`src/hw/udma_stream_pkg.sv`:
```
// uDMA channel stream definitions
// L2 sizes, the stream word and the per-channel setup and state
package udma_stream_pkg;

    //////////////////////////////
    // Sizes
    //////////////////////////////
    localparam int unsigned L2_AWIDTH  = 12;   // Byte address into 4 KB of L2
    localparam int unsigned TRANS_SIZE = 16;   // Byte count field
    localparam int unsigned MEM_WORDS  = 1024; // L2 depth in 32-bit words

    typedef logic [31:0]           udma_word_t;
    typedef logic [L2_AWIDTH-1:0]  l2_addr_t;
    typedef logic [TRANS_SIZE-1:0] trans_size_t;

    //////////////////////////////
    // Channel setup and state
    //////////////////////////////
    typedef struct packed {
        l2_addr_t    start_addr; // Word aligned
        trans_size_t size;       // Multiple of 4
    } chan_cfg_t;

    typedef struct packed {
        logic        busy;
        trans_size_t bytes_left;
    } chan_status_t;

endpackage

```
`src/hw/udma_rx_sink.sv`:
```
`timescale 1ns/1ps
// uDMA RX channel
// Writes each received word to L2 and counts down the bytes left
module udma_rx_sink import udma_stream_pkg::*; (
    input  logic         sys_clk,
    input  logic         rst_n,
    input  chan_cfg_t    cfg_i,
    input  logic         start_i,
    input  logic         clr_i,
    input  udma_word_t   rx_data_i,
    input  logic         rx_valid_i,
    output chan_status_t status_o,
    output logic         mem_we_o,
    output l2_addr_t     mem_waddr_o,
    output udma_word_t   mem_wdata_o
);

    logic        busy_q;
    l2_addr_t    addr_q;
    trans_size_t left_q;
    logic        accept;

    assign accept = busy_q & rx_valid_i;  // Idle words are dropped

    always_ff @(posedge sys_clk or negedge rst_n) begin
        if (!rst_n) begin
            busy_q <= 1'b0;
            addr_q <= '0;
            left_q <= '0;
        end else if (clr_i) begin
            busy_q <= 1'b0;
            left_q <= '0;
        end else if (start_i) begin
            busy_q <= 1'b1;
            addr_q <= cfg_i.start_addr;
            left_q <= cfg_i.size;
        end else if (accept) begin
            addr_q <= addr_q + l2_addr_t'(4);
            left_q <= left_q - trans_size_t'(4);
            if (left_q == trans_size_t'(4)) begin
                busy_q <= 1'b0;   // Last word of the buffer
            end
        end
    end

    assign mem_we_o    = accept;
    assign mem_waddr_o = addr_q;
    assign mem_wdata_o = rx_data_i;

    assign status_o.busy       = busy_q;
    assign status_o.bytes_left = left_q;

endmodule

```
`config.mk`:
```
export PLATFORM = sky130hd
export DESIGN_NAME = udma_rx_sink
export DESIGN_NICKNAME = d
export VERILOG_FILES = /design/src/hw/udma_stream_pkg.sv /design/src/hw/udma_rx_sink.sv
export SDC_FILE = /design/constraint.sdc
export NUM_CORES = 1
export LEC_CHECK = 0
export ABC_AREA = 1
export BUFFER_PORTS_ARGS = -buffer_cell sky130_fd_sc_hd__buf_2
export CORE_MARGIN = 1.5
export CORE_UTILIZATION = 39
export DETAILED_ROUTE_END_ITERATION = 10
export MAX_ROUTING_LAYER = met4
export PLACE_DENSITY = 0.81
export SYNTH_ARGS = -nofsm -noshare
export SYNTH_HDL_FRONTEND = slang
export SYNTH_SLANG_ARGS = --single-unit
```
`constraint.sdc`:
```
create_clock -name sys_clk -period 1.3 [get_ports sys_clk]
set_input_delay 0.13 -clock sys_clk [delete_from_list [all_inputs] [get_ports sys_clk]]
set_output_delay 0.13 -clock sys_clk [all_outputs]
set_load 0.005 [all_outputs]
```
# Yosys cells after proc, flatten, opt, wreduce, memory -nomap -nowiden
# Cells that the tools add are included.
# totals
output_inout_bits	62
ramBits	0
mem_count	0
wordCells	22
ff_bits	29
inputBits	65
latch_bits	0
rom_bits	0
# classes
n_eq_ne	1
reduce_logical	5
multipliers	0
addsub	2
order_cmp	0
n_bitwise	2
shifts	0
mux	9
div_mod_pow	0
# ops
op	count
2-to-1 mux 16 bit	3
2-to-1 mux 12 bit	2
== test 16 x 3 -> 1 bit, second input constant	1
subtractor 16 x 3 -> 16 bit, second input constant	1
adder 12 x 3 -> 12 bit, second input constant	1
nonzero test 3 bit	2
2-to-1 mux 1 bit	4
AND reduction 2 bit	2
nonzero test 2 bit	1
AND 1 bit	1
NOT 1 bit	1

# Logic depth before layout (Yosys ltp)
# depth
ltp_word	5
mapped_depth	9
depth_no_buf	9

# Worst setup path before layout
# No wires, ideal clock.
# synth_timing
path_type	register to register
startpoint	reg left_q[2]
endpoint	reg left_q[14]
path_buffers	0
path_stages_with_launch	9
setup_time_ns	0.077
t_required_ns	1.223
period_less_slack_ns	1.348
t_arrival_ns	1.271
setup_slack_ns	-0.048
cell_sequence	dfrtp_1 -> inv_1 -> ha_1 -> nand2_1 -> nor2_2 -> nand3b_1 -> nand2_1 -> nand2_1 -> a21oi_1
# synth_via
elab_chain_cells	4
# synth_lines
item	line	rtl
start: declaration	udma_rx_sink.sv:20	trans_size_t left_q;
start signal: assignment	udma_rx_sink.sv:36	left_q <= cfg_i.size;
start signal: assignment	udma_rx_sink.sv:39	left_q <= left_q - trans_size_t'(4);
subtractor 16 x 3 -> 16 bit	udma_rx_sink.sv:39	
2-to-1 mux 16 bit	udma_rx_sink.sv:37	end else if (accept) begin
2-to-1 mux 16 bit	udma_rx_sink.sv:33	end else if (start_i) begin
2-to-1 mux 16 bit	udma_rx_sink.sv:30	end else if (clr_i) begin
# Every way passes these cells. The select of a mux whose other input is x is not followed.
# A chain may end at the register's enable or synchronous reset.

# Worst setup path in the final report
# layout_timing
startpoint	reg left_q[4]
endpoint	reg left_q[11]
# The elaborated chain is that of the path after synthesis.

==> summary.md <==
| Metric | Value |
|---|---|
| Status | `finished, violations left` |
| Failing checks | `setup timing` |
| Worst EP arrival | `1.60 ns` |
| Die Span Y | `76.4 um` |
| Grt met1 use | `22.8%` |
| FP Rows | `26` |
| Fin. max-slew vios | `0` |
| Worst setup path class | `flop to flop` |
| Worst reg2reg path startpoint | `left_q[4]` |
| Hpwl dp | `4040 um` |
| Gpl congestion | `0.927` |
| Total track usage | `20.3%` |
| Worst Hold End | `mem_waddr_o[0]` |
| Met3 Use GR | `6.59%` |
| EDFF count, synth | `0` |
| Drt via density | `5.02` |
| I/O Buffers | `62` |
| Synth warn | `0` |
| Number of library cell types mapped by synthesis | `29` |
| CTS buffer count | `5` |
| VDD IR-drop max | `0.000757 V` |
| DRT antenna net count | `0` |
| Worst-path fanout max | `6` |
| Hold wc startpoint | `cfg_i[16]` |
| WL final | `6090 um` |
| Startpoint Class | `flop` |
| Initial Util | `40.9%` |
| Post-Syn Nets | `371` |
| Leakage power | `1.43 nW` |
| Avg WL per Cell | `13.9 um` |
| Aggregate global routing overflow | `0` |
| Count leader, synth | `nand2_1` |
| Top Ports | `127` |
| Post-synth top cells | `nand2_1 (77), buf_4 (35), nor2_1 (34)` |
| CTS tree | `built` |
| Worst min-delay path class | `primary input to flop` |
| Share of layout cells above drive strength 1 | `37.7%` |
| Total number of vias | `2205` |
| CTS max path bufs | `2` |
| Setup TNS | `-0.497 ns` |
| Busiest layer in global routing | `met2` |
| Top cell type's share of synthesized area | `34.5%` |
| Met2 Use GR | `33.7%` |
| WHS Path Cells | `3` |
| RSZ-0062 raised after global routing | `yes` |
| First-pass GRT wire length | `9200 um` |
| Post-layout util | `52.5%` |
| Crit end category | `flop` |
| Setup ws final | `-0.134 ns` |
| R2R cell count | `8` |
| Final Hold Fails | `0` |
| Register-to-register setup slack | `-0.13 ns` |
| Nets | `437` |
| Setup violators final | `7` |
| Antenna violations before repair | `0` |
| Worst slew pin tran | `0.398 ns` |
| # Max-Cap Violations | `0` |
| Synthesized area | `0.00210 sq mm` |
| Syn-to-layout area delta | `28.4%` |
| Seq/Total Area, Yosys | `34.5%` |
| H-tree Lvls | `2` |
| Initial drt markers | `195` |
| Yosys reg bits | `29` |
| Number of global-route vias before repair | `2021` |
| Clk sink count | `29` |
| CTS root buf | `clkbuf_8` |
| Worst EP required | `1.47 ns` |
| Fill cells | `522` |
| Fin crit share | `110%` |
| Reg2reg end | `left_q[11]` |
| Die ar. | `0.00584 sq mm` |
| Ant. Diodes | `0` |
| Ys flop type | `dfrtp_1` |
| Syn avg cell area | `6.94 sq um` |
| Residual DRC | `0` |
| Max-slew headroom | `73.5%` |
| Core footprint | `0.00514 sq mm` |
| Largest net degree at the start of global routing | `30` |
| Leading area contributor after synthesis | `dfrtp_1` |
| Mapped Cells | `303` |
| Reg clk slew, reported paths | `0.06 ns` |
| Final clock skew | `0.00410 ns` |
| Synth area leaders | `dfrtp_1 (35%), nand2_1 (14%), buf_4 (12%), nor2_1 (6.1%), nand3_1 (5.9%)` |
| Post-route minimum period | `1.43 ns` |
| Share of flip-flops with an asynchronous set or reset | `100%` |
| Skew-Pair Late Insertion Delay | `0.28 ns` |
| F_max | `697 MHz` |
| DIE WIDTH | `76.4 um` |
| Initial DRT Pass Iterations | `4` |
| PD cells | `1130 mW/mm^2` |
report_power, final:
group,internal (W),switching [W]
Clock,0.000419,0.000334
Combinational,0.000514,0.000596
Sequential,0.00104,0.000160
Total,0.00197,0.00109
worst max-delay path, cell delays in order, from the launching register on:
cell	delay, ns
dfrtp_1	0.41
nor2_1	0.27
nand2_2	0.16
nor2_4	0.18
nand2_1	0.07
nand2_1	0.06
nand2_1	0.05
nand2_1	0.06
a21oi_1	0.06
metal layers:
| metal | vias to the layer above | wire [um] | share of wire, % |
|---|---|---|---|
| met1 | 1003 | 2380 | 39 |
| met2 | 114 | 2970 | 49 |
| met4 | 0 | 183 | 3.0 |
| met5 | - | 0 | 0 |
| li1 | 1067 | - | - |
| met3 | 21 | 563 | 9.2 |
cells by family after synthesis:
family	synth area share (%)
compound gates	12.3
xor+xnor	1.25
fa+ha+maj	1.78
buf+inv	19.5
flops	34.5
mux	0.535
simple gates	30.1
worst max-delay path by stage:
stage / start / endpoint / slack [ns] / cells after the start
final: left_q[4] / left_q[11] / -0.13 / 8
after global routing: left_q[4] / left_q[11] / -0.25 / 7
after CTS: left_q[3] / busy_q / 0.006 / 7
after detailed placement: left_q[3] / left_q[14] / -0.04 / 8
after global placement: left_q[3] / left_q[14] / 0.002 / 8
after floorplan: busy_q / mem_waddr_o[6] / 0.02 / 7
area by class of cell:
type | instances | area [sq um] | share of cell area [%]
well taps | 70 | 87.6 | 3.24
multi-input cells | 201 | 1070 | 39.8
inverters | 34 | 130 | 4.82
repair buffers | 98 | 591 | 21.9
flip-flops and latches | 29 | 732 | 27.1
clock buffers | 7 | 86.3 | 3.20
what timing repair did:
action	4_1_cts	5_1_grt
hold buffers	1	0
setup endpoints to repair	6	17
resized for setup	6	29
pin swaps	1	15
hold endpoints to repair	29	0
setup buffers	1	10
per-stage QoR:
stage	hold slack [ns]	total power (W)	worst slack (ns)	instance area (sq um)	cells
final	0.0518	0.00306	-0.134	2700	439
after global routing	0.0649	0.00326	-0.248	2700	439
after floorplan	-0.166	0.00175	0.0181	2110	303
after CTS	0.0471	0.00290	0.00617	2540	430
after detailed placement	0.166	0.00210	-0.0389	2410	421
after global placement	0.163	0.00208	0.00185	2410	421
registers in the layout (all words and copies together) (netlist names):
register     flops
mem_waddr_o     12
busy_q           1
left_q          16
cells in the final DEF (no fill, tap or decap), drive strengths merged:
cell and count:
nand4 3, o21ai 22, ha 3, a22oi 3
mux2 1, xor2 2, nand3 25, nand3b 1
inv 34, a21oi 14, nand2 79, o22ai 2
nor2 38, o211ai 1, o311ai 1, clkbuf 7
nor3b 1, a31oi 1, buf 97, xnor2 1
dfrtp 29, dlygate4sd3 1, a32o 1, nor3 2
(Power assumes the default switching activity.)
