===== src/hw/udma_regmap_pkg.sv =====
// uDMA channel register map
// Register offsets, config-word bit positions and the config bus request
package udma_regmap_pkg;

    //////////////////////////////
    // Register offsets
    //////////////////////////////
    localparam int unsigned REG_AWIDTH = 5;

    localparam logic [REG_AWIDTH-1:0] REG_RX_SADDR   = 5'd0; // L2 start address for RX
    localparam logic [REG_AWIDTH-1:0] REG_RX_SIZE    = 5'd1; // RX byte count
    localparam logic [REG_AWIDTH-1:0] REG_UDMA_RXCFG = 5'd2; // RX enable and clear
    localparam logic [REG_AWIDTH-1:0] REG_TX_SADDR   = 5'd3; // L2 start address for TX
    localparam logic [REG_AWIDTH-1:0] REG_TX_SIZE    = 5'd4; // TX byte count
    localparam logic [REG_AWIDTH-1:0] REG_UDMA_TXCFG = 5'd5; // TX enable and clear
    localparam logic [REG_AWIDTH-1:0] REG_STATUS     = 5'd9; // Busy flags

    // Bit positions inside the RXCFG/TXCFG word
    localparam int unsigned CFG_EN_BIT  = 4;
    localparam int unsigned CFG_CLR_BIT = 5;

    //////////////////////////////
    // Config bus request
    //////////////////////////////
    typedef struct packed {
        logic [REG_AWIDTH-1:0] addr;
        logic [31:0]           wdata;
        logic                  valid;
        logic                  rwn;   // High for a read
    } cfg_req_t;

endpackage


===== src/hw/udma_stream_pkg.sv =====
// uDMA channel stream definitions
// L2 sizes, the stream word and the per-channel setup and state
package udma_stream_pkg;

    //////////////////////////////
    // Sizes
    //////////////////////////////
    localparam int unsigned L2_AWIDTH  = 12;   // Byte address into 4 KB of L2
    localparam int unsigned TRANS_SIZE = 16;   // Byte count field
    localparam int unsigned MEM_WORDS  = 1024; // L2 depth in 32-bit words

    typedef logic [31:0]           udma_word_t;
    typedef logic [L2_AWIDTH-1:0]  l2_addr_t;
    typedef logic [TRANS_SIZE-1:0] trans_size_t;

    //////////////////////////////
    // Channel setup and state
    //////////////////////////////
    typedef struct packed {
        l2_addr_t    start_addr; // Word aligned
        trans_size_t size;       // Multiple of 4
    } chan_cfg_t;

    typedef struct packed {
        logic        busy;
        trans_size_t bytes_left;
    } chan_status_t;

endpackage


===== src/hw/udma_cfg_regs.sv =====
`timescale 1ns/1ps
// uDMA channel configuration register bank
// Decodes the config bus, holds RX/TX setup, issues start and clear pulses
module udma_cfg_regs import udma_regmap_pkg::*, udma_stream_pkg::*; (
    input  logic         sys_clk,
    input  logic         rst_n,
    input  cfg_req_t     cfg_req_i,
    input  chan_status_t rx_status_i,
    input  chan_status_t tx_status_i,
    output udma_word_t   cfg_rdata_o,
    output logic         cfg_ready_o,
    output chan_cfg_t    rx_cfg_o,
    output chan_cfg_t    tx_cfg_o,
    output logic         rx_start_o,
    output logic         rx_clr_o,
    output logic         tx_start_o,
    output logic         tx_clr_o
);

    logic        ready_q;
    logic        req_fire;
    logic        wr_fire;
    logic        en_req;
    logic        clr_req;
    l2_addr_t    wr_addr;
    trans_size_t wr_size;
    udma_word_t  rdata_d;
    udma_word_t  rdata_q;
    chan_cfg_t   rx_cfg_q;
    chan_cfg_t   tx_cfg_q;
    logic        rx_start_q;
    logic        rx_clr_q;
    logic        tx_start_q;
    logic        tx_clr_q;

    assign req_fire = cfg_req_i.valid & ~ready_q;  // One accept per request
    assign wr_fire  = req_fire & ~cfg_req_i.rwn;
    assign clr_req  = cfg_req_i.wdata[CFG_CLR_BIT];
    assign en_req   = cfg_req_i.wdata[CFG_EN_BIT] & ~clr_req; // Clear has priority
    assign wr_addr  = {cfg_req_i.wdata[L2_AWIDTH-1:2], 2'b00};
    assign wr_size  = (cfg_req_i.wdata[TRANS_SIZE-1:0] + trans_size_t'(3)) & ~trans_size_t'(3);

    //////////////////////////////
    // Readback mux
    //////////////////////////////
    always_comb begin
        rdata_d = '0;
        case (cfg_req_i.addr)
            REG_RX_SADDR:   rdata_d[L2_AWIDTH-1:0]  = rx_cfg_q.start_addr;
            REG_RX_SIZE:    rdata_d[TRANS_SIZE-1:0] = rx_status_i.bytes_left;
            REG_UDMA_RXCFG: rdata_d[CFG_EN_BIT]     = rx_status_i.busy;
            REG_TX_SADDR:   rdata_d[L2_AWIDTH-1:0]  = tx_cfg_q.start_addr;
            REG_TX_SIZE:    rdata_d[TRANS_SIZE-1:0] = tx_status_i.bytes_left;
            REG_UDMA_TXCFG: rdata_d[CFG_EN_BIT]     = tx_status_i.busy;
            REG_STATUS:     rdata_d[1:0]            = {tx_status_i.busy, rx_status_i.busy};
            default:        rdata_d = '0;           // Unmapped
        endcase
    end

    always_ff @(posedge sys_clk) begin
        if (req_fire) begin
            rdata_q <= rdata_d;   // Valid in the ready cycle
        end
    end

    //////////////////////////////
    // Register writes and pulses
    //////////////////////////////
    always_ff @(posedge sys_clk or negedge rst_n) begin
        if (!rst_n) begin
            ready_q    <= 1'b0;
            rx_cfg_q   <= '0;
            tx_cfg_q   <= '0;
            rx_start_q <= 1'b0;
            rx_clr_q   <= 1'b0;
            tx_start_q <= 1'b0;
            tx_clr_q   <= 1'b0;
        end else begin
            ready_q    <= req_fire;
            rx_start_q <= 1'b0;
            rx_clr_q   <= 1'b0;
            tx_start_q <= 1'b0;
            tx_clr_q   <= 1'b0;
            if (wr_fire) begin
                case (cfg_req_i.addr)
                    REG_RX_SADDR: rx_cfg_q.start_addr <= wr_addr;
                    REG_RX_SIZE:  rx_cfg_q.size       <= wr_size;
                    REG_UDMA_RXCFG: begin
                        rx_start_q <= en_req & (rx_cfg_q.size != '0);
                        rx_clr_q   <= clr_req;
                    end
                    REG_TX_SADDR: tx_cfg_q.start_addr <= wr_addr;
                    REG_TX_SIZE:  tx_cfg_q.size       <= wr_size;
                    REG_UDMA_TXCFG: begin
                        tx_start_q <= en_req & (tx_cfg_q.size != '0);
                        tx_clr_q   <= clr_req;
                    end
                    default: ;    // Writes elsewhere are ignored
                endcase
            end
        end
    end

    assign cfg_rdata_o = rdata_q;
    assign cfg_ready_o = ready_q;
    assign rx_cfg_o    = rx_cfg_q;
    assign tx_cfg_o    = tx_cfg_q;
    assign rx_start_o  = rx_start_q;
    assign rx_clr_o    = rx_clr_q;
    assign tx_start_o  = tx_start_q;
    assign tx_clr_o    = tx_clr_q;

endmodule


===== config.mk =====
export PLATFORM = sky130hd
export DESIGN_NAME = udma_cfg_regs
export DESIGN_NICKNAME = d
export VERILOG_FILES = /design/src/hw/udma_regmap_pkg.sv /design/src/hw/udma_stream_pkg.sv /design/src/hw/udma_cfg_regs.sv
export SDC_FILE = /design/constraint.sdc
export NUM_CORES = 1
export LEC_CHECK = 0
export ABC_AREA = 1
export BUFFER_PORTS_ARGS = -buffer_cell sky130_fd_sc_hd__buf_4
export CAP_MARGIN = 20
export CORE_ASPECT_RATIO = 1.2
export CORE_MARGIN = 3
export CORE_UTILIZATION = 50
export DETAILED_ROUTE_END_ITERATION = 8
export GPL_TIMING_DRIVEN = 0
export PLACE_DENSITY = 0.95
export SLEW_MARGIN = 20
export SYNTH_ARGS = -nofsm -noshare
export SYNTH_HDL_FRONTEND = slang
export SYNTH_SLANG_ARGS = --single-unit

===== constraint.sdc =====
create_clock -name sys_clk -period 2.9 [get_ports sys_clk]
set_input_delay 0.435 -clock sys_clk [delete_from_list [all_inputs] [get_ports sys_clk]]
set_output_delay 0.435 -clock sys_clk [all_outputs]
set_load 0.01 [all_outputs]

* Word-level counts from Yosys, hierarchy flattened
Index checks and enable logic that the tools add are counted.
Word-level totals: register bits after elaboration 69, output and inout port bits 93
Cells by class: add/sub/neg operators 1, equal/unequal tests 6, muxes and demuxes 13, bitwise operators 8, reductions and logical operators 7
Operator list (number):
- 16-bit nonzero test | 2
- 7-bit case mux with 4 select lines | 1
- 16-bit by 2-bit adder with 16-bit output (second input constant) | 1
- 5-bit by 2-bit equality test with 1-bit output (second input constant) | 2
- 5-bit by 3-bit equality test with 1-bit output (second input constant) | 2
- 1-bit two-way mux | 8
- 2-bit case mux with 4 select lines | 1
- 4-bit case mux with 2 select lines | 1
- 2-bit AND reduction | 4
- 1-bit case mux with 6 select lines | 1
- 2-bit case mux with 3 select lines | 1
- 1-bit AND | 5
- 5-bit by 1-bit equality test with 1-bit output (second input constant) | 1
- 5-bit by 4-bit equality test with 1-bit output (second input constant) | 1
- 5-bit logical NOT | 1
- 1-bit inverter | 3

* Longest topological paths before layout
depth after elaboration 5, depth in mapped cells 9, depth with buffers taken out 9

* Worst setup path after synthesis
Ideal clock, no wire load.
path type input to register, start in cfg_req_i[1] in the netlist's numbering, end reg rdata_q[0] (netlist: cfg_rdata_o[0]), enable pin, library setup time 0.390 ns, arrival time 1.217 ns, required time 2.510 ns, path slack 1.294 ns, cell stages on the path 2, path buffers 0, path through inv_1 > nor2_1
Between the ends: word-level cells in the longest chain between the ends 1
RTL lines:
- start: declaration | RTL line udma_cfg_regs.sv:7 | input cfg_req_t cfg_req_i,
- 1-bit AND | RTL line udma_cfg_regs.sv:36 | assign req_fire = cfg_req_i.valid & ~ready_q;
- via req_fire | RTL line udma_cfg_regs.sv:21 | logic req_fire;
- end signal: assignment | RTL line udma_cfg_regs.sv:62 | rdata_q <= rdata_d;
- end: declaration | RTL line udma_cfg_regs.sv:28 | udma_word_t rdata_q;
The timed path passes the listed nets, and every way through them passes these cells. A chain may end at the register's enable or synchronous reset.

* Worst setup path after layout
start reg ready_q (netlist: cfg_ready_o), end reg tx_cfg_q (netlist bit tx_cfg_o[7])
Between the ends: word-level cells in the longest chain between the ends 4
RTL lines:
- start: declaration | RTL line udma_cfg_regs.sv:20 | logic ready_q;
- start signal: assignment | RTL line udma_cfg_regs.sv:79 | ready_q <= req_fire;
- 1-bit inverter | RTL line udma_cfg_regs.sv:36
- 1-bit AND | RTL line udma_cfg_regs.sv:36
- 1-bit AND | RTL line udma_cfg_regs.sv:37 | assign wr_fire = req_fire & ~cfg_req_i.rwn;
- 2-bit AND reduction (no line)
- end: declaration | RTL line udma_cfg_regs.sv:30 | chan_cfg_t tx_cfg_q;
No other way between the ends.

==> metrics <==
status=finished clean; fmax=629.3 MHz; Clk Latency, worst-skew pair=0.35 ns; Yosys warning total=0; synthesized area=0.003498 mm^2; post-cts resize count=0; simple-gate portion of the synthesized area=31.12%; top-area cell type share of the netlist area=37.91%; Clock Path Buffers=2; fin crit period=~1.6 ns; fill count=between 400 and 500; Num CTS Buffers=9; core region area=0.006606 mm^2; total gr overflow=0; final hold vios=0; Crit-path slowest cell=dfrtp_1; Peak VDD IR=around 0.00037 V; final wirelength=around 11 mm; DRC viols=0; final clock skew=roughly 0.01 ns; DR vias=3474; largest family of logic cells by synthesized area=simple AND/OR/NAND/NOR gates; clock-pin slew on the worst setup and hold paths=0.07 ns; RSZ-0062 raised after global routing=no; DIE HEIGHT=97.63 um; Post-CTS Setup Inserts=0; CP Cell Sequence=nor3_4, inv_2, nor2_4, buf_4, nand3_1, nand2_1; Most used DFF post-synth=dfrtp_1; Placed Cells=roughly 670; most frequent cells after synthesis=nand2_1, dfrtp_1, inv_1; final std cells w/o fill=681; dominant cell by count in the synthesized netlist=nand2_1; Leak=0.002707 uW; Pre-antenna DRT Iters=5; number of synthesized flops with an enable pin=16; Post-synth ARST share=76.81%; Placer Congestion=0.8261; Sink Count=69; fin nets=around 670; Syn Inst Count=430; initial antenna violation count=0; Worst Hold Class=in -> async; Ant. Diodes=0; Slew Viols, Final=0; post-synthesis mux area share=0%; Power per Cell Area=522.3 mW/mm^2; Wirelength per Cell=15.52 um; worst-path fanout max=10; xor and xnor area share after synthesis=0.5007%; total die area=0.008041 mm^2; first-pass GRT wire length=roughly 16 mm; Final ANT Viol Nets=0; Iter 0 DRT Violations=242; Area Overhead vs Synth=39.56%; Port Buffers=127; CTS H-tree depth=3; Worst R2R Setup Slack=1.31 ns; CTS tree=built; largest net degree at the start of global routing=54; vias in the first global route=between 3000 and 4000; Starting Density=a little over half; compound-cell area share of the yosys netlist=under 10%; Die Wd=82.36 um; adder-cell share of the synthesized area=0%; largest area contributor in the netlist=dfrtp_1; GRT Overall Usage=26.55%; number of distinct library cells after synthesis=28; IO Count=168; reg2reg path depth=6; Max stage delay on crit path=0.43 ns; Max-cap violations=0; Synth Register Bits=around 70; Final setup violation count=0; Slew HR=39.20%; main area contributors after synthesis=dfrtp_1, nand2_1, edfxtp_1, buf_4, nand3_1; RR Startpoint=cfg_ready_o$_DFF_PN0_; hold_buf cts=0; Vias/cell=5.101; WP data arrival=approximately 1.9 ns; crit path launch type=flop; sequential share of the synthesized area=51.65%; CTS root buf=clkbuf_8; Worst Setup End Kind=flop; WP data required=3.19 ns; sum of negative setup slack=0 ns; DPL Wire Length=8.018 mm; syn avg cell area=8.136 um^2; delay-heaviest family, CP=simple AND/OR/NAND/NOR gates; row cnt=32; fin crit share=54.79%; Crit Path Category=reg -> reg; share of cells above drive strength 1=approximately a third; Worst Max-Slew Pin Slew=0.9110 ns; reg-to-reg endpoint=tx_cfg_o[7]$_DFFE_PN0P_; Critical path buffers and inverters=2
placed cells by master, fill, tap and decap left out, drive strengths merged, types with 3 or more instances in the layout:
master / count
o21ai: 26
clkinv: 3
nor2: 29
dfrtp: 53
conb: 24
edfxtp: 16
clkbuf: 12
nor3: 6
inv: 41
nor4: 4
nand4: 14
buf: 161
a22o: 4
nand3: 26
nand2: 171
sequential cells by signal (all words and copies together) (netlist names):
name,count
cfg_rdata_o,16
cfg_ready_o,1
rx_cfg_o,24
rx_clr_o,1
rx_start_o,1
tx_cfg_o,24
tx_clr_o,1
tx_start_o,1
final cells by class:
cell class / count / area (um^2) / share of cell area [%]
Sequential cell: 69 / 1807 / 37.01
Tap cell: 85 / 106.4 / 2.178
Timing Repair Buffer: 127 / 953.4 / 19.53
Multi-Input combinational cell: 308 / 1369 / 28.04
Inverter: 42 / 161.4 / 3.306
Buffer: 34 / 250.2 / 5.126
Clock inverter: 4 / 68.82 / 1.410
Clock buffer: 12 / 166.4 / 3.409
where the power goes:
part           internal (uW)  switching, uW  total, uW
combinational            237            250        487
sequential              1080           70.3       1150
clock                    556            357        913
worst max path at each step:
stage               cells after the start             startpoint                        to  slack (ns)
floorplan                               2           cfg_req_i[1]  cfg_rdata_o[0]$_DFFE_PP_        1.29
global placement                        3           cfg_req_i[1]  cfg_rdata_o[7]$_DFFE_PP_        0.96
detailed placement                      7           cfg_req_i[0]   tx_cfg_o[7]$_DFFE_PN0P_        1.22
CTS                                     6  cfg_ready_o$_DFF_PN0_   tx_cfg_o[7]$_DFFE_PN0P_        1.31
global route                            7  cfg_ready_o$_DFF_PN0_   tx_cfg_o[3]$_DFFE_PN0P_        1.23
finish                                  6  cfg_ready_o$_DFF_PN0_   tx_cfg_o[7]$_DFFE_PN0P_        1.31
routing by layer:
| metal | global-route usage [%] | vias up | wire (um) |
|---|---|---|---|
| met2 | 43.64 | 230 | 5198 |
| met3 | 7.143 | 34 | 1183 |
| li1 | - | 1642 | - |
| met4 | 13.43 | 0 | 352 |
| met5 | 0 | - | 0 |
| met1 | 30.95 | 1568 | 3833 |
per-stage QoR:
step | total power (uW) | hold WS [ns] | area [um^2] | worst slack (ns) | utilization (%)
2_1_floorplan | 1370 | 0.1394 | 3585 | 1.294 | -
3_3_place_gp | 1630 | 0.4912 | 4644 | 0.9648 | 70.30
3_5_place_dp | 1648 | 0.4978 | 4647 | 1.222 | 70.34
4_1_cts | 2558 | 0.1286 | 4882 | 1.312 | 73.90
5_1_grt | 2649 | 0.1637 | 4882 | 1.226 | 73.90
6_report | 2550 | 0.1133 | 4882 | 1.311 | 73.90
kinds of logic (layout without fill, tap and decap cells):
group | after synthesis | count (layout)
simple gates | 251 | 251
buf+inv | 76 | 219
flops | 69 | 69
compound gates | 31 | 31
xor+xnor | 2 | 2
other cells | 1 | 24
Power figures use the tool's default switching activity.
