<file path="src/hw/udma_stream_pkg.sv">
// uDMA channel stream definitions
// L2 sizes, the stream word and the per-channel setup and state
package udma_stream_pkg;

    //////////////////////////////
    // Sizes
    //////////////////////////////
    localparam int unsigned L2_AWIDTH  = 12;   // Byte address into 4 KB of L2
    localparam int unsigned TRANS_SIZE = 16;   // Byte count field
    localparam int unsigned MEM_WORDS  = 1024; // L2 depth in 32-bit words

    typedef logic [31:0]           udma_word_t;
    typedef logic [L2_AWIDTH-1:0]  l2_addr_t;
    typedef logic [TRANS_SIZE-1:0] trans_size_t;

    //////////////////////////////
    // Channel setup and state
    //////////////////////////////
    typedef struct packed {
        l2_addr_t    start_addr; // Word aligned
        trans_size_t size;       // Multiple of 4
    } chan_cfg_t;

    typedef struct packed {
        logic        busy;
        trans_size_t bytes_left;
    } chan_status_t;

endpackage

</file>
<file path="src/hw/udma_tx_streamer.sv">
`timescale 1ns/1ps
// uDMA TX channel
// Prefetches words from L2 and streams them out under valid/ready
module udma_tx_streamer import udma_stream_pkg::*; (
    input  logic         sys_clk,
    input  logic         rst_n,
    input  chan_cfg_t    cfg_i,
    input  logic         start_i,
    input  logic         clr_i,
    input  udma_word_t   mem_rdata_i,
    input  logic         tx_ready_i,
    output chan_status_t status_o,
    output logic         mem_re_o,
    output l2_addr_t     mem_raddr_o,
    output udma_word_t   tx_data_o,
    output logic         tx_valid_o
);

    logic        busy_q;
    l2_addr_t    fetch_addr_q;
    trans_size_t fetch_left_q;  // Bytes not yet requested from L2
    trans_size_t left_q;        // Bytes not yet accepted by the sink
    logic        mem_vld_q;     // Memory read register holds an unused word
    logic        out_valid_q;
    udma_word_t  out_data_q;
    logic        accept;
    logic        move;
    logic        issue;

    assign accept = out_valid_q & tx_ready_i;
    assign move   = mem_vld_q & (~out_valid_q | tx_ready_i);      // Fill the output slot
    assign issue  = busy_q & (fetch_left_q != '0) & (~mem_vld_q | move);

    //////////////////////////////
    // Fetch and output control
    //////////////////////////////
    always_ff @(posedge sys_clk or negedge rst_n) begin
        if (!rst_n) begin
            busy_q       <= 1'b0;
            fetch_addr_q <= '0;
            fetch_left_q <= '0;
            left_q       <= '0;
            mem_vld_q    <= 1'b0;
            out_valid_q  <= 1'b0;
        end else if (clr_i) begin
            busy_q       <= 1'b0;
            fetch_left_q <= '0;
            left_q       <= '0;
            mem_vld_q    <= 1'b0;
            out_valid_q  <= 1'b0;
        end else if (start_i) begin
            busy_q       <= 1'b1;
            fetch_addr_q <= cfg_i.start_addr;
            fetch_left_q <= cfg_i.size;
            left_q       <= cfg_i.size;
            mem_vld_q    <= 1'b0;
            out_valid_q  <= 1'b0;
        end else begin
            if (issue) begin
                fetch_addr_q <= fetch_addr_q + l2_addr_t'(4);
                fetch_left_q <= fetch_left_q - trans_size_t'(4);
            end
            mem_vld_q <= issue | (mem_vld_q & ~move);
            if (move) begin
                out_valid_q <= 1'b1;
            end else if (accept) begin
                out_valid_q <= 1'b0;
            end
            if (accept) begin
                left_q <= left_q - trans_size_t'(4);
                if (left_q == trans_size_t'(4)) begin
                    busy_q <= 1'b0;   // Last word taken
                end
            end
        end
    end

    always_ff @(posedge sys_clk) begin
        if (move) begin
            out_data_q <= mem_rdata_i;  // Held under back-pressure
        end
    end

    assign mem_re_o    = issue;
    assign mem_raddr_o = fetch_addr_q;
    assign tx_data_o   = out_data_q;
    assign tx_valid_o  = out_valid_q;

    assign status_o.busy       = busy_q;
    assign status_o.bytes_left = left_q;

endmodule

</file>
<file path="config.mk">
export PLATFORM = sky130hd
export DESIGN_NAME = udma_tx_streamer
export DESIGN_NICKNAME = d
export VERILOG_FILES = /design/src/hw/udma_stream_pkg.sv /design/src/hw/udma_tx_streamer.sv
export SDC_FILE = /design/constraint.sdc
export NUM_CORES = 1
export LEC_CHECK = 0
export ABC_AREA = 1
export BUFFER_PORTS_ARGS = -buffer_cell sky130_fd_sc_hd__buf_4
export CELL_PAD_IN_SITES_DETAIL_PLACEMENT = 0
export CELL_PAD_IN_SITES_GLOBAL_PLACEMENT = 2
export CORE_MARGIN = 2
export CORE_UTILIZATION = 31
export CTS_CLUSTER_DIAMETER = 150
export DETAILED_ROUTE_END_ITERATION = 10
export GPL_ROUTABILITY_DRIVEN = 0
export PLACE_DENSITY_LB_ADDON = 0.3
export SYNTH_ARGS = -nofsm -noshare
export SYNTH_HDL_FRONTEND = slang
export SYNTH_SLANG_ARGS = --single-unit
</file>
<file path="constraint.sdc">
create_clock -name sys_clk -period 4.2 [get_ports sys_clk]
set_input_delay 0 -clock sys_clk [delete_from_list [all_inputs] [get_ports sys_clk]]
set_output_delay 0 -clock sys_clk [all_outputs]
set_load 0.005 [all_outputs]
</file>
Word level (Yosys, flattened, before mapping)
Cells that the tools add are included.
{"block": "totals", "ff_bits": 79, "output_inout_bits": 63, "input_bits": 65}
{"block": "op_classes", "muxes": 18, "n_eq_ne": 1, "bitwise_logic": 12, "add_sub_neg": 3, "reduce_logical": 8}
{"op": "$mux W16", "count": 6}
{"op": "$sub A16 B3 Y16 const B", "count": 2}
{"op": "$mux W12", "count": 2}
{"op": "$eq A16 B3 Y1 const B", "count": 1}
{"op": "$reduce_bool A16 Y1", "count": 1}
{"op": "$add A12 B3 Y12 const B", "count": 1}
{"op": "$mux W1", "count": 10}
{"op": "$reduce_bool A3 Y1", "count": 3}
{"op": "$and A1 B1 Y1", "count": 5}
{"op": "$not A1 Y1", "count": 4}
{"op": "$reduce_and A2 Y1", "count": 2}
{"op": "$reduce_bool A4 Y1", "count": 1}
{"op": "$or A1 B1 Y1", "count": 3}
{"op": "$reduce_bool A2 Y1", "count": 1}

Longest topological paths before layout
Gate-level depths: netlist of the first run.
{"block": "depth", "depth_word": 8, "ltp_mapped": 11, "mapped_depth_nobuf": 10}

Least setup slack after synthesis of the first run
OpenSTA, ideal clock, no wires.
{"block": "synth_path", "path_type": "flip-flop to flip-flop", "from": "register out_valid_q (netlist: tx_valid_o)", "to": "register out_data_q[0] (netlist: tx_data_o[0]), enable pin", "path_stages_with_launch": 2, "required_ps": 3768, "path_slack_ps": 1719, "synth_period_minus_slack_ps": 2481, "t_arrival_ps": 2049, "cell_sequence": "dfrtp_1 a21oi_1"}
{"block": "synth_between", "elab_chain_cells": 3}
{"element": "from (decl)", "line_no": "udma_tx_streamer.sv:24", "source": "logic out_valid_q;"}
{"element": "from (signal assigned)", "line_no": "udma_tx_streamer.sv:44", "source": "out_valid_q <= 1'b0;"}
{"element": "from (signal assigned)", "line_no": "udma_tx_streamer.sv:50", "source": "out_valid_q <= 1'b0;"}
{"element": "from (signal assigned)", "line_no": "udma_tx_streamer.sv:57", "source": "out_valid_q <= 1'b0;"}
{"element": "$not A1 Y1", "line_no": "udma_tx_streamer.sv:31", "source": "assign move = mem_vld_q & (~out_valid_q | tx_ready_i);"}
{"element": "$or A1 B1 Y1", "line_no": "udma_tx_streamer.sv:31"}
{"element": "$and A1 B1 Y1", "line_no": "udma_tx_streamer.sv:31"}
{"element": "named net move", "line_no": "udma_tx_streamer.sv:27", "source": "logic move;"}
{"element": "to (signal assigned)", "line_no": "udma_tx_streamer.sv:80", "source": "out_data_q <= mem_rdata_i;"}
{"element": "to (decl)", "line_no": "udma_tx_streamer.sv:25", "source": "udma_word_t out_data_q;"}
The timed path passes the listed nets, and every way through them passes these cells.
A chain may end at the register's enable or synchronous reset.

Final worst setup path of the first run
{"block": "layout_path", "from": "register fetch_left_q[2]", "to": "register fetch_left_q[2]"}
{"block": "layout_between", "elab_chain_cells": 4, "word_cells_on_any_way": 8}
{"element": "from (decl)", "line_no": "udma_tx_streamer.sv:21", "source": "trans_size_t fetch_left_q;"}
{"element": "from (signal assigned)", "line_no": "udma_tx_streamer.sv:54", "source": "fetch_left_q <= cfg_i.size;"}
{"element": "from (signal assigned)", "line_no": "udma_tx_streamer.sv:61", "source": "fetch_left_q <= fetch_left_q - trans_size_t'(4);"}
{"element": "$sub A16 B3 Y16 / $reduce_bool A16 Y1 (equally long branches)", "line_no": "udma_tx_streamer.sv:61, udma_tx_streamer.sv:32"}
{"element": "$mux W16 / $and A1 B1 Y1 (equally long branches)", "line_no": "udma_tx_streamer.sv:59, udma_tx_streamer.sv:32"}
{"element": "$mux W16 / $and A1 B1 Y1 (equally long branches)", "line_no": "udma_tx_streamer.sv:51, udma_tx_streamer.sv:32"}
{"element": "$mux W16 / $reduce_bool A3 Y1 (equally long branches)"}
Several ways; a longest one is shown, not always the timed one. The select of a mux whose other input is x is not followed.

==> results of run 1 <==
-- power groups by stage --
| stage | sequential [uW] | clock, uW | combinational (uW) |
|---|---|---|---|
| CTS | 929 | 731 | 501 |
| floorplan | 930 | 0 | 262 |
| global placement | 944 | 0 | 461 |
| finish | 929 | 710 | 496 |
| global route | 942 | 764 | 564 |
| detailed placement | 943 | 0 | 464 |
-- cells in the mapped netlist (2+ instances only) --
master	number	area, um2
nand4_1	8	50.1
nand2_1	132	495
xnor2_1	2	17.5
buf_4	4	30.0
o21ai_0	43	215
a21oi_1	11	55.1
nand3b_1	3	22.5
nand2_4	4	45.0
nor2_2	4	25.0
o22ai_1	2	12.5
nand3_1	70	350
nor3_1	2	10.0
clkbuf_1	3	11.3
nor2_1	33	124
inv_1	48	180
ha_1	4	50.1
inv_2	2	7.51
buf_2	6	30.0
or2_2	4	25.0
dfrtp_1	45	1130
mux2_2	2	22.5
edfxtp_1	32	961
-- critical path: cells and delay by family (launching register included) --
family | cells | cell delay (ns)
AOI/OAI and AO/OA | 1 | 0.10
adders and majority gates | 1 | 0.24
buffers and inverters | 1 | 0.10
DFF | 1 | 0.39
and+or+nand+nor | 6 | 0.76
-- cell type report --
cell class,count,share of cell area [%]
Tap cell,172,3.72
Clock buffer,10,3.96
Inverter,51,3.31
Clock inverter,6,0.714
Sequential cell,77,36.1
Timing Repair Buffer,173,24.4
Multi-Input combinational cell,332,27.8
-- logic make-up (layout without fill, tap and decap cells) --
family | count (synthesis) | in the layout
AO/OA/AOI/OAI | 60 | 60
buffers and inverters | 65 | 240
flip-flops | 77 | 77
AND/OR/NAND/NOR | 263 | 263
adder cells (fa/ha/maj) | 4 | 4
XOR/XNOR | 3 | 3
multiplexers | 2 | 2
-- registers in the layout, summed over array words and instances (netlist names) --
register	count
left_q	14
fetch_left_q	16
tx_data_o	32
tx_valid_o	1
mem_vld_q	1
busy_q	1
mem_raddr_o	12
-- stage by stage --
step                utilization [%]  setup WS [ns]  hold slack [ns]  cell area (um2)
floorplan                         -           1.72           -0.296             3960
global placement               40.4           2.47           0.0598             5060
detailed placement             40.4           2.45           0.0678             5060
CTS                            46.2           2.43         0.000983             5780
global route                   46.2           2.29           0.0328             5780
finish                         46.2           2.47          0.00565             5780
-- cell usage in the layout, fill, tap and decap left out, types with 2 or more instances in the layout --
| cell | count |
|---|---|
| inv_1 | 48 |
| dlygate4sd3_1 | 45 |
| mux2_2 | 2 |
| buf_4 | 128 |
| a21oi_1 | 10 |
| clkinvlp_4 | 3 |
| xnor2_1 | 2 |
| dfrtp_1 | 45 |
| nand2_1 | 132 |
| clkinv_2 | 2 |
| inv_2 | 2 |
| nor2_1 | 33 |
| nor3_1 | 2 |
| nor2_2 | 4 |
| or2_2 | 4 |
| o22ai_1 | 2 |
| nand3b_1 | 3 |
| nand2_4 | 4 |
| ha_1 | 4 |
| edfxtp_1 | 32 |
| o21ai_0 | 43 |
| nand4_1 | 8 |
| nand3_1 | 70 |
| clkbuf_16 | 9 |
-- per-layer routing --
metal | track usage (%) | wire length, um | part of all wire, %
met5 | 0 | 0 | 0
met1 | 23.5 | 5540 | 47
met3 | 3.96 | 843 | 7.1
met2 | 27.4 | 5300 | 45
met4 | 6.75 | 193 | 1.6
-- timing repair --
action	4_1_cts	5_1_grt
endpoints found under the hold margin	87	0
hold buffers	45	0
resized for setup	0	0
-- worst paths after layout --
kind                                        from          endpoint  slack [ns]  cells after the start
min in group asynchronous                  rst_n         left_q[5]        0.22                      2
worst max register to register   fetch_left_q[2]   fetch_left_q[2]        2.47                      9
worst min-delay path                   cfg_i[21]    mem_raddr_o[5]       0.006                      5
worst max-delay path             fetch_left_q[2]   fetch_left_q[2]        2.47                      9
max in group asynchronous                  rst_n        left_q[13]        3.55                      2
worst min register to register  fetch_left_q[15]  fetch_left_q[15]        0.52                      2
==> results.ini, run 1 <==
[pwr]
p_total_uw = 2140
internal_power_uw = 1480
pwr-share-seq_pct = 43.5
combinationalPowerShare_pct = 23.2
power_switching_uw = 654
clockPowerShare_pct = 33.2
power.density_nw_per_um2 = 369
irDropWorstVdd_mv = 0.197
swShare_pct = 30.6
leakage_uw = 0.00275

[route]
vias = 3826
viasPerCell = 4.66
wire_per_inst_um = 14.5
drtPass1Iterations = 4
ant_nets = 0
drc = 0
drt_iter0_drc = 254
wirelength_mm = 11.9

[clock_tree]
cts_sinks = 77
htreeDepth = 3
cts_buffers = 9
cts_tree = built
clk_pin_slew_worst_paths_ns = 0.06
post_cts_buffers = 0
cts.path.max_buffers = 2
root_buffer = clkbuf_16
clk_latency_ns = 0.34

[global_routing]
grt_usage_pct = 17.4
grt_pass1_vias = 3572
grt_max_degree = 46
grt_pass1_wl_mm = 18.2
grt_overflow = 0
antenna_found_initial = 0

[logic_synthesis]
netlist_area_um2 = 3960
synth_ff_type = dfrtp_1
avgSynthCellArea_um2 = 8.35
synth_compound_area_share_pct = 7.87
synth_top_family_by_area = simple AND/OR/NAND/NOR gates
synth_edf_count = 32
syn_inst = 474
synth_seq_cells = 77
ys_seq_area_share_pct = 52.7
synth_mux_area_share_pct = 0.569
synth_fp_nets = 543
synth_adder_area_share_pct = 1.26
ys_types = 32
async_flop_share_pct = 58.4
synthXorXnorAreaFrac_pct = 0.664
yosys.area_share.simple_pct = 29.9
synth-warning-count = 0

[die]
io_pins = 128
dieArea_um2 = 13700
rows = 41
start_util_pct = 31.6
die_x_um = 117
die_h_um = 117
core_um2 = 12500

[timing]
final.setup_skew_ns = 0.00857
hold_violations = 0
drv_slew = 0
setup_viol = 0
fin_crit_ns = 1.73
maxSlewHeadroom_pct = 35.1
fin_crit_sh_pct = 41.3
finalSetupTns_ns = 0
fmax_mhz = 577
worstMarginPinSlew_ns = 0.972
rsz0062_at_grt = false

[run]
timing.max_cap.violations = 0

[cells_and_area]
drive_gt1_share_pct = 25.1
layout.cells.non_filler = 821
fillers = 1261
final_nets = 713
multi_input_area_um2 = 1600
area_growth_syn_to_layout_pct = 46.0
num_antenna_cells = 0
final-seq-area_um2 = 2090

[placement]
place_inst = 760
dp_hpwl_mm = 8.36
port_buffers = 127

[critical_path]
cp_slowest_stage_delay_ns = 0.39
crit_required_ns = 4.41
crit_path_end_kind = register
crit_top_cell = nand2_4
slowest_stage = dfrtp_1
worstPathMaxFanout = 19
start_kind = register
crit_type = reg -> reg
path_cells = inv_1 > ha_1 > nand2_1 > nor2_1 > nand2_2 > nand3_4 > nand2_4 > nand2_4 > o21ai_0
critical_path_arrival_ns = 1.95

[run_status]
outcome = finished, final reports clean

[hold_path]
min_path_type = in -> reg

Note: power is estimated with default switching activity, not from simulation.
==> run 2: changes to the inputs <==
--- a/config.mk
+++ b/config.mk
@@ -10,7 +10,7 @@
 export CELL_PAD_IN_SITES_DETAIL_PLACEMENT = 0
 export CELL_PAD_IN_SITES_GLOBAL_PLACEMENT = 2
 export CORE_MARGIN = 2
-export CORE_UTILIZATION = 31
+export CORE_UTILIZATION = 29
 export CTS_CLUSTER_DIAMETER = 150
 export DETAILED_ROUTE_END_ITERATION = 10
 export GPL_ROUTABILITY_DRIVEN = 0
==> constraint.sdc (replaced) <==
create_clock -name sys_clk -period 1.7 [get_ports sys_clk]
set_input_delay 0 -clock sys_clk [delete_from_list [all_inputs] [get_ports sys_clk]]
set_output_delay 0 -clock sys_clk [all_outputs]
set_load 0.005 [all_outputs]
==> run 2 against run 1 <==
Sequential cell count stayed put. Final cell count is 2.7% higher. Wire length is 2.8% higher. Clock-buffer cell count is 1 higher. Total power grew to 2.5 times the previous value. Worst hold slack worse by 0.0017 ns. Via count is 2.6% higher.
==> results.ini, run 2 (synthesized netlist as in run 1, its figures left out) <==
[run_status]
outcome = finished, final reports clean

[cells_and_area]
area_growth_syn_to_layout_pct = 50.6
multi_input_area_um2 = 1640  ; +2.2%
largest_reg_flops = 32  ; unchanged
final_common_cell = buf_4
num_antenna_cells = 0  ; unchanged
fillers = 1291  ; +2.4%
layout_common_cells = buf_4 (148), nand2_1 (132), nand3_1 (70)
design_area_um2 = 5960  ; +3.2%
final_nets = 731  ; +2.5%
final-seq-area_um2 = 2090  ; unchanged
drive_gt1_share_pct = 28.8  ; +3.7 points

[hold_path]
hold_end = mem_raddr_o[7]
hold_depth = 5  ; unchanged
min_path_type = in -> reg
hold_start = cfg_i[23]

[critical_path]
crit_path_end_kind = primary output
worstReg2RegEnd = left_q[12]
worst-r2r-cell-count = 9  ; unchanged
crit_type = reg -> out
start_kind = register
worstReg2RegStart = left_q[3]
crit_required_ns = 1.70  ; -2.71 ns
critical_path_arrival_ns = 1.61  ; -0.34 ns
rrSetupSlack_ns = 0.12  ; -2.35 ns
worstPathMaxFanout = 3  ; -16

[timing]
fin_ws_ns = 0.0902  ; -2.38 ns
maxSlewHeadroom_pct = 59.6  ; +25 points
setup_viol = 0  ; unchanged
worstMarginPinSlew_ns = 0.606  ; -0.366 ns
fin_crit_ns = 1.61
fin_crit_sh_pct = 94.7
drv_slew = 0  ; unchanged
hold_violations = 0  ; unchanged
finalSetupTns_ns = 0  ; unchanged
final.setup_skew_ns = 0.00644  ; -0.00213 ns
fmax_mhz = 621

[placement]
port_buffers = 127  ; unchanged
dpl_cell_area_um2 = 5230  ; +3.5%
dp_hpwl_mm = 8.81  ; +5.4%
pre_cts_ws_ns = 0.0214  ; -2.42 ns

[route]
drc = 0  ; unchanged
drtPass1Iterations = 4  ; unchanged
wirelength_mm = 12.2  ; +2.8%
viasPerCell = 4.66  ; about the same
wire_per_inst_um = 14.5  ; about the same
vias = 3927  ; +2.6%
drt_iter0_drc = 232  ; -8.7%
ant_nets = 0  ; unchanged

[pwr]
p_total_uw = 5360  ; +150%
leakage_uw = 0.00283  ; +3.1%
power.density_nw_per_um2 = 899  ; +140%
irDropWorstVdd_mv = 0.434  ; +120%

[die]
core_um2 = 13300  ; +6.2%
rows = 42  ; +2.4%
die_x_um = 121  ; +3.3%
die_h_um = 121  ; +3.3%
dieArea_um2 = 14600  ; +6.7%
start_util_pct = 29.8  ; -1.9 points
io_pins = 128  ; unchanged

[run]
timing.max_cap.violations = 0  ; unchanged

[global_routing]
grt_pass1_wl_mm = 19.3  ; +6.0%
grt_overflow = 0  ; unchanged
grt_usage_pct = 17.0  ; -0.40 points
grt_pass1_vias = 3706  ; +3.8%
grt_max_degree = 46  ; unchanged
antenna_found_initial = 0  ; unchanged

[clock_tree]
cts_buffers = 9  ; unchanged
post_cts_buffers = 0  ; unchanged
clk_pin_slew_worst_paths_ns = 0.06  ; about the same
cts.path.max_buffers = 2  ; unchanged
cts_tree = built
clk_latency_ns = 0.34  ; about the same
htreeDepth = 3  ; unchanged
root_buffer = clkbuf_16
cts_sinks = 77  ; unchanged

==> run 2: cell count changes in the layout (fill, tap and decap cells not counted), sizes merged <==
cell	change
dlygate4sd3	-3
clkinv	+1
buf	+21
clkinvlp	-1
inv	-1
clkbuf	+1
==> run 2: worst max-delay path, stage by stage, from the launching register on <==
cell and delay [ns]:
dfrtp_1 0.40, inv_2 0.07, ha_1 0.16, nand2_1 0.08
nor2_2 0.12, nand2_2 0.09, nand3_4 0.11, inv_1 0.09
buf_4 0.14
==> run 2: area by class of cell <==
type | instances | share of cell area [%]
Tap cell | 176 | 3.69
Clock inverter | 5 | 0.441
Sequential cell | 77 | 35.0
Multi-Input combinational cell | 332 | 27.5
Clock buffer | 11 | 4.07
Timing Repair Buffer | 191 | 26.0
Inverter | 51 | 3.27
==> run 2: power breakdown <==
part	switching (uW)	internal, uW
combinational	712	637
sequential	171	2110
clock	717	1010
total	1600	3760
==> run 2: worst max-delay path by stage <==
stage	startpoint	endpoint	slack [ns]	cells after the start
5_1_grt	left_q[4]	left_q[13]	-0.04	8
2_1_floorplan	fetch_left_q[2]	mem_raddr_o[8]	0.21	10
3_5_place_dp	fetch_left_q[1]	fetch_left_q[2]	0.02	8
3_3_place_gp	fetch_left_q[1]	fetch_left_q[2]	0.06	8
4_1_cts	fetch_left_q[1]	fetch_left_q[2]	0.002	8
6_report	fetch_left_q[2]	mem_re_o	0.09	8
==> run 2: metrics by stage <==
| stage | instances | hold slack (ns) | util [%] |
|---|---|---|---|
| floorplan | 474 | -0.296 | - |
| global placement | 785 | 0.0571 | 39.4 |
| detailed placement | 785 | 0.0595 | 39.4 |
| CTS | 843 | 0.00552 | 44.6 |
| global route | 843 | 0.0293 | 44.8 |
| finish | 843 | 0.00397 | 44.8 |
==> run 2: timing repair <==
item / in CTS / in global routing
hold buffers: 42 / 0
resized for setup: 0 / 12
hold endpoints to repair: 86 / 0
setup endpoints to repair: 0 / 27
==> run 2: routing by layer <==
layer | part of all wire, % | vias up | global-route usage, %
met4 | 1.3 | 0 | 5.67
met5 | 0 | - | 0
met1 | 48 | 1817 | 23.6
met3 | 5.9 | 12 | 3.49
met2 | 45 | 149 | 26.5
li1 | - | 1949 | -
==> run 3: changes to the inputs <==
--- a/config.mk
+++ b/config.mk
@@ -10,7 +10,7 @@
 export CELL_PAD_IN_SITES_DETAIL_PLACEMENT = 0
 export CELL_PAD_IN_SITES_GLOBAL_PLACEMENT = 2
 export CORE_MARGIN = 2
-export CORE_UTILIZATION = 29
+export CORE_UTILIZATION = 26
 export CTS_CLUSTER_DIAMETER = 150
 export DETAILED_ROUTE_END_ITERATION = 10
 export GPL_ROUTABILITY_DRIVEN = 0
==> constraint.sdc (replaced) <==
create_clock -name sys_clk -period 1.3 [get_ports sys_clk]
set_input_delay 0 -clock sys_clk [delete_from_list [all_inputs] [get_ports sys_clk]]
set_output_delay 0 -clock sys_clk [all_outputs]
set_load 0.005 [all_outputs]
==> run 3 against run 2 <==
The flow now finishes with violations (negative setup slack). Critical endpoint is now fetch_left_q[15]. Sequential power increased by 31%. Global-route usage is 0.076 points lower. Largest power group unchanged. Final cell count is 10% higher. Worst setup slack worse by 0.30 ns. Die area increased by 11%.
==> results.ini, run 3 (synthesized netlist as in run 1, its figures left out) <==
[run_status]
outcome = finished, violations left
violations = negative setup slack

[timing]
maxSlewHeadroom_pct = 57.2  ; -2.4 points
setup_viol = 53  ; +53
drv_slew = 0  ; unchanged
worstMarginPinSlew_ns = 0.641  ; +0.0355 ns
fin_ws_ns = -0.208  ; -0.298 ns
hold_violations = 0  ; unchanged
holdWs_ns = 0.00642  ; +0.00245 ns
fmax_mhz = 663
fin_crit_ns = 1.51
rsz0062_at_grt = true
fin_crit_sh_pct = 116
final.setup_skew_ns = 0.00621  ; -0.000230 ns

[route]
vias = 4207  ; +7.1%
drc = 0  ; unchanged
wire_per_inst_um = 14.6  ; +1.1%
wl_met3_um = 739  ; +1.9%
met2_wirelength_mm = 6.41  ; +17%
m1WireLength_mm = 6.27  ; +7.6%
wirelength_mm = 13.6  ; +12%
drtPass1Iterations = 4  ; unchanged
viasPerCell = 4.52  ; -2.9%
ant_nets = 0  ; unchanged
routed.top_layer = met4
drt_iter0_drc = 110  ; -53%

[critical_path]
critical_path_arrival_ns = 1.73  ; +0.12 ns
crit_type = reg -> reg
path_cells = inv_2 > ha_4 > nand2_2 > nor2_4 > nand2_2 > nand3_4 > buf_4 > nand2_8 > nand4_1 > nand2_1
slowest_stage = dfrtp_1
start_kind = register
crit_required_ns = 1.52  ; -0.18 ns
crit_top_cell = nand2_2
cp_slowest_stage_delay_ns = 0.38  ; -0.02 ns
crit_family = simple AND/OR/NAND/NOR gates
worst-r2r-cell-count = 10  ; +1
crit_cells = 10  ; +2
cp.buffers_inverters = 2  ; -1
crit_path_end_kind = register
worstPathMaxFanout = 9  ; +6

[cells_and_area]
final-seq-area_um2 = 2090  ; +0.36%
drive_gt1_share_pct = 47.2  ; +18 points
layout.cells.non_filler = 930  ; +10%
multi_input_area_um2 = 2000  ; +22%
final_nets = 806  ; +10%
area_growth_syn_to_layout_pct = 79.0
fillers = 1457  ; +13%
largest_reg_flops = 32  ; unchanged
num_antenna_cells = 0  ; unchanged
layout_common_cells = buf_4 (210), nand2_1 (112), nand3_1 (51)
final_common_cell = buf_4

[die]
dieArea_um2 = 16200  ; +11%
io_pins = 128  ; unchanged
die_x_um = 127  ; +5.4%
core_um2 = 15000  ; +13%
start_util_pct = 26.3  ; -3.4 points
die_h_um = 127  ; +5.4%
rows = 45  ; +7.1%

[run]
timing.max_cap.violations = 0  ; unchanged

[clock_tree]
cts_tree = built
clk_latency_ns = 0.34  ; about the same
cts_buffers = 9  ; unchanged
cts_sinks = 77  ; unchanged
cts.path.max_buffers = 2  ; unchanged
root_buffer = clkbuf_16
clk_pin_slew_worst_paths_ns = 0.06  ; about the same
htreeDepth = 3  ; unchanged

[global_routing]
grt_max_degree = 46  ; unchanged
grt_usage_pct = 17.0  ; -0.076 points
antenna_found_initial = 0  ; unchanged
grt_pass1_vias = 4336  ; +17%
grt_overflow = 0  ; unchanged
grt_pass1_wl_mm = 21.8  ; +13%

[placement]
place_inst = 854  ; +8.8%
dp_hpwl_mm = 9.50  ; +7.9%
port_buffers = 127  ; unchanged

[hold_path]
min_path_type = in -> reg
hold_depth = 5  ; unchanged

[pwr]
power.density_nw_per_um2 = 1200  ; +33%
irDropWorstVdd_mv = 0.729  ; +68%
leakage_uw = 0.00336  ; +18%

==> run 3: stage by stage <==
step           util [%]  total power (uW)  TNS, ns  worst slack, ns  instance area (um2)
2_1_floorplan         -              3910    -5.11           -0.131                 4050
3_3_place_gp       38.3              5040    -6.59           -0.308                 5760
3_5_place_dp       38.3              5050    -7.47           -0.328                 5760
4_1_cts            44.9              8270    -5.70           -0.259                 6740
5_1_grt            47.1              8980    -9.15           -0.305                 7080
6_report           47.1              8490    -5.09           -0.208                 7080
==> run 3: worst reg2reg max path, stage by stage, from the launching register on <==
cell and delay [ns]:
dfrtp_1 0.38, inv_2 0.09, ha_4 0.15, nand2_2 0.06
nor2_4 0.09, nand2_2 0.08, nand3_4 0.11, buf_4 0.15
nand2_8 0.08, nand4_1 0.12, nand2_1 0.07
==> run 3: power by group <==
| group | internal, uW | switching [uW] | total (uW) |
|---|---|---|---|
| Combinational | 1350 | 1260 | 2610 |
| Sequential | 2760 | 217 | 2980 |
| Clock | 1870 | 1030 | 2900 |
==> run 3: final cells by class <==
type	instances	share of cell area [%]
timing repair buffer	266	31.2
multi-input combinational	332	28.3
sequential	77	29.6
clock inverter	7	1.61
inverter	51	2.81
clock buffer	9	3.18
tap	188	3.32
==> run 3: what timing repair did <==
item | 4_1_cts | 5_1_grt
resized for setup | 61 | 66
setup endpoints to repair | 34 | 46
setup buffers | 7 | 11
pin swaps | 22 | 25
endpoints found under the hold margin | 84 | 0
hold buffers | 40 | 0
gates cloned | 1 | 2
==> run 3: path summary, 6_finish.rpt <==
path	slack, ns	start	to
max	-0.21	fetch_left_q[2]	fetch_left_q[15]
max reg2reg	-0.21	fetch_left_q[2]	fetch_left_q[15]
min in group asynchronous	0.22	rst_n	mem_raddr_o[1]
min	0.006	cfg_i[27]	mem_raddr_o[11]
max in group asynchronous	0.61	rst_n	tx_valid_o
min reg2reg	0.52	mem_raddr_o[1]	mem_raddr_o[1]
==> run 3: layer usage <==
| layer | vias to the layer above | GRT usage (%) |
|---|---|---|
| met5 | - | 0 |
| met4 | 0 | 5.56 |
| met3 | 15 | 3.10 |
| met2 | 124 | 27.8 |
| met1 | 1962 | 22.7 |
| li1 | 2106 | - |
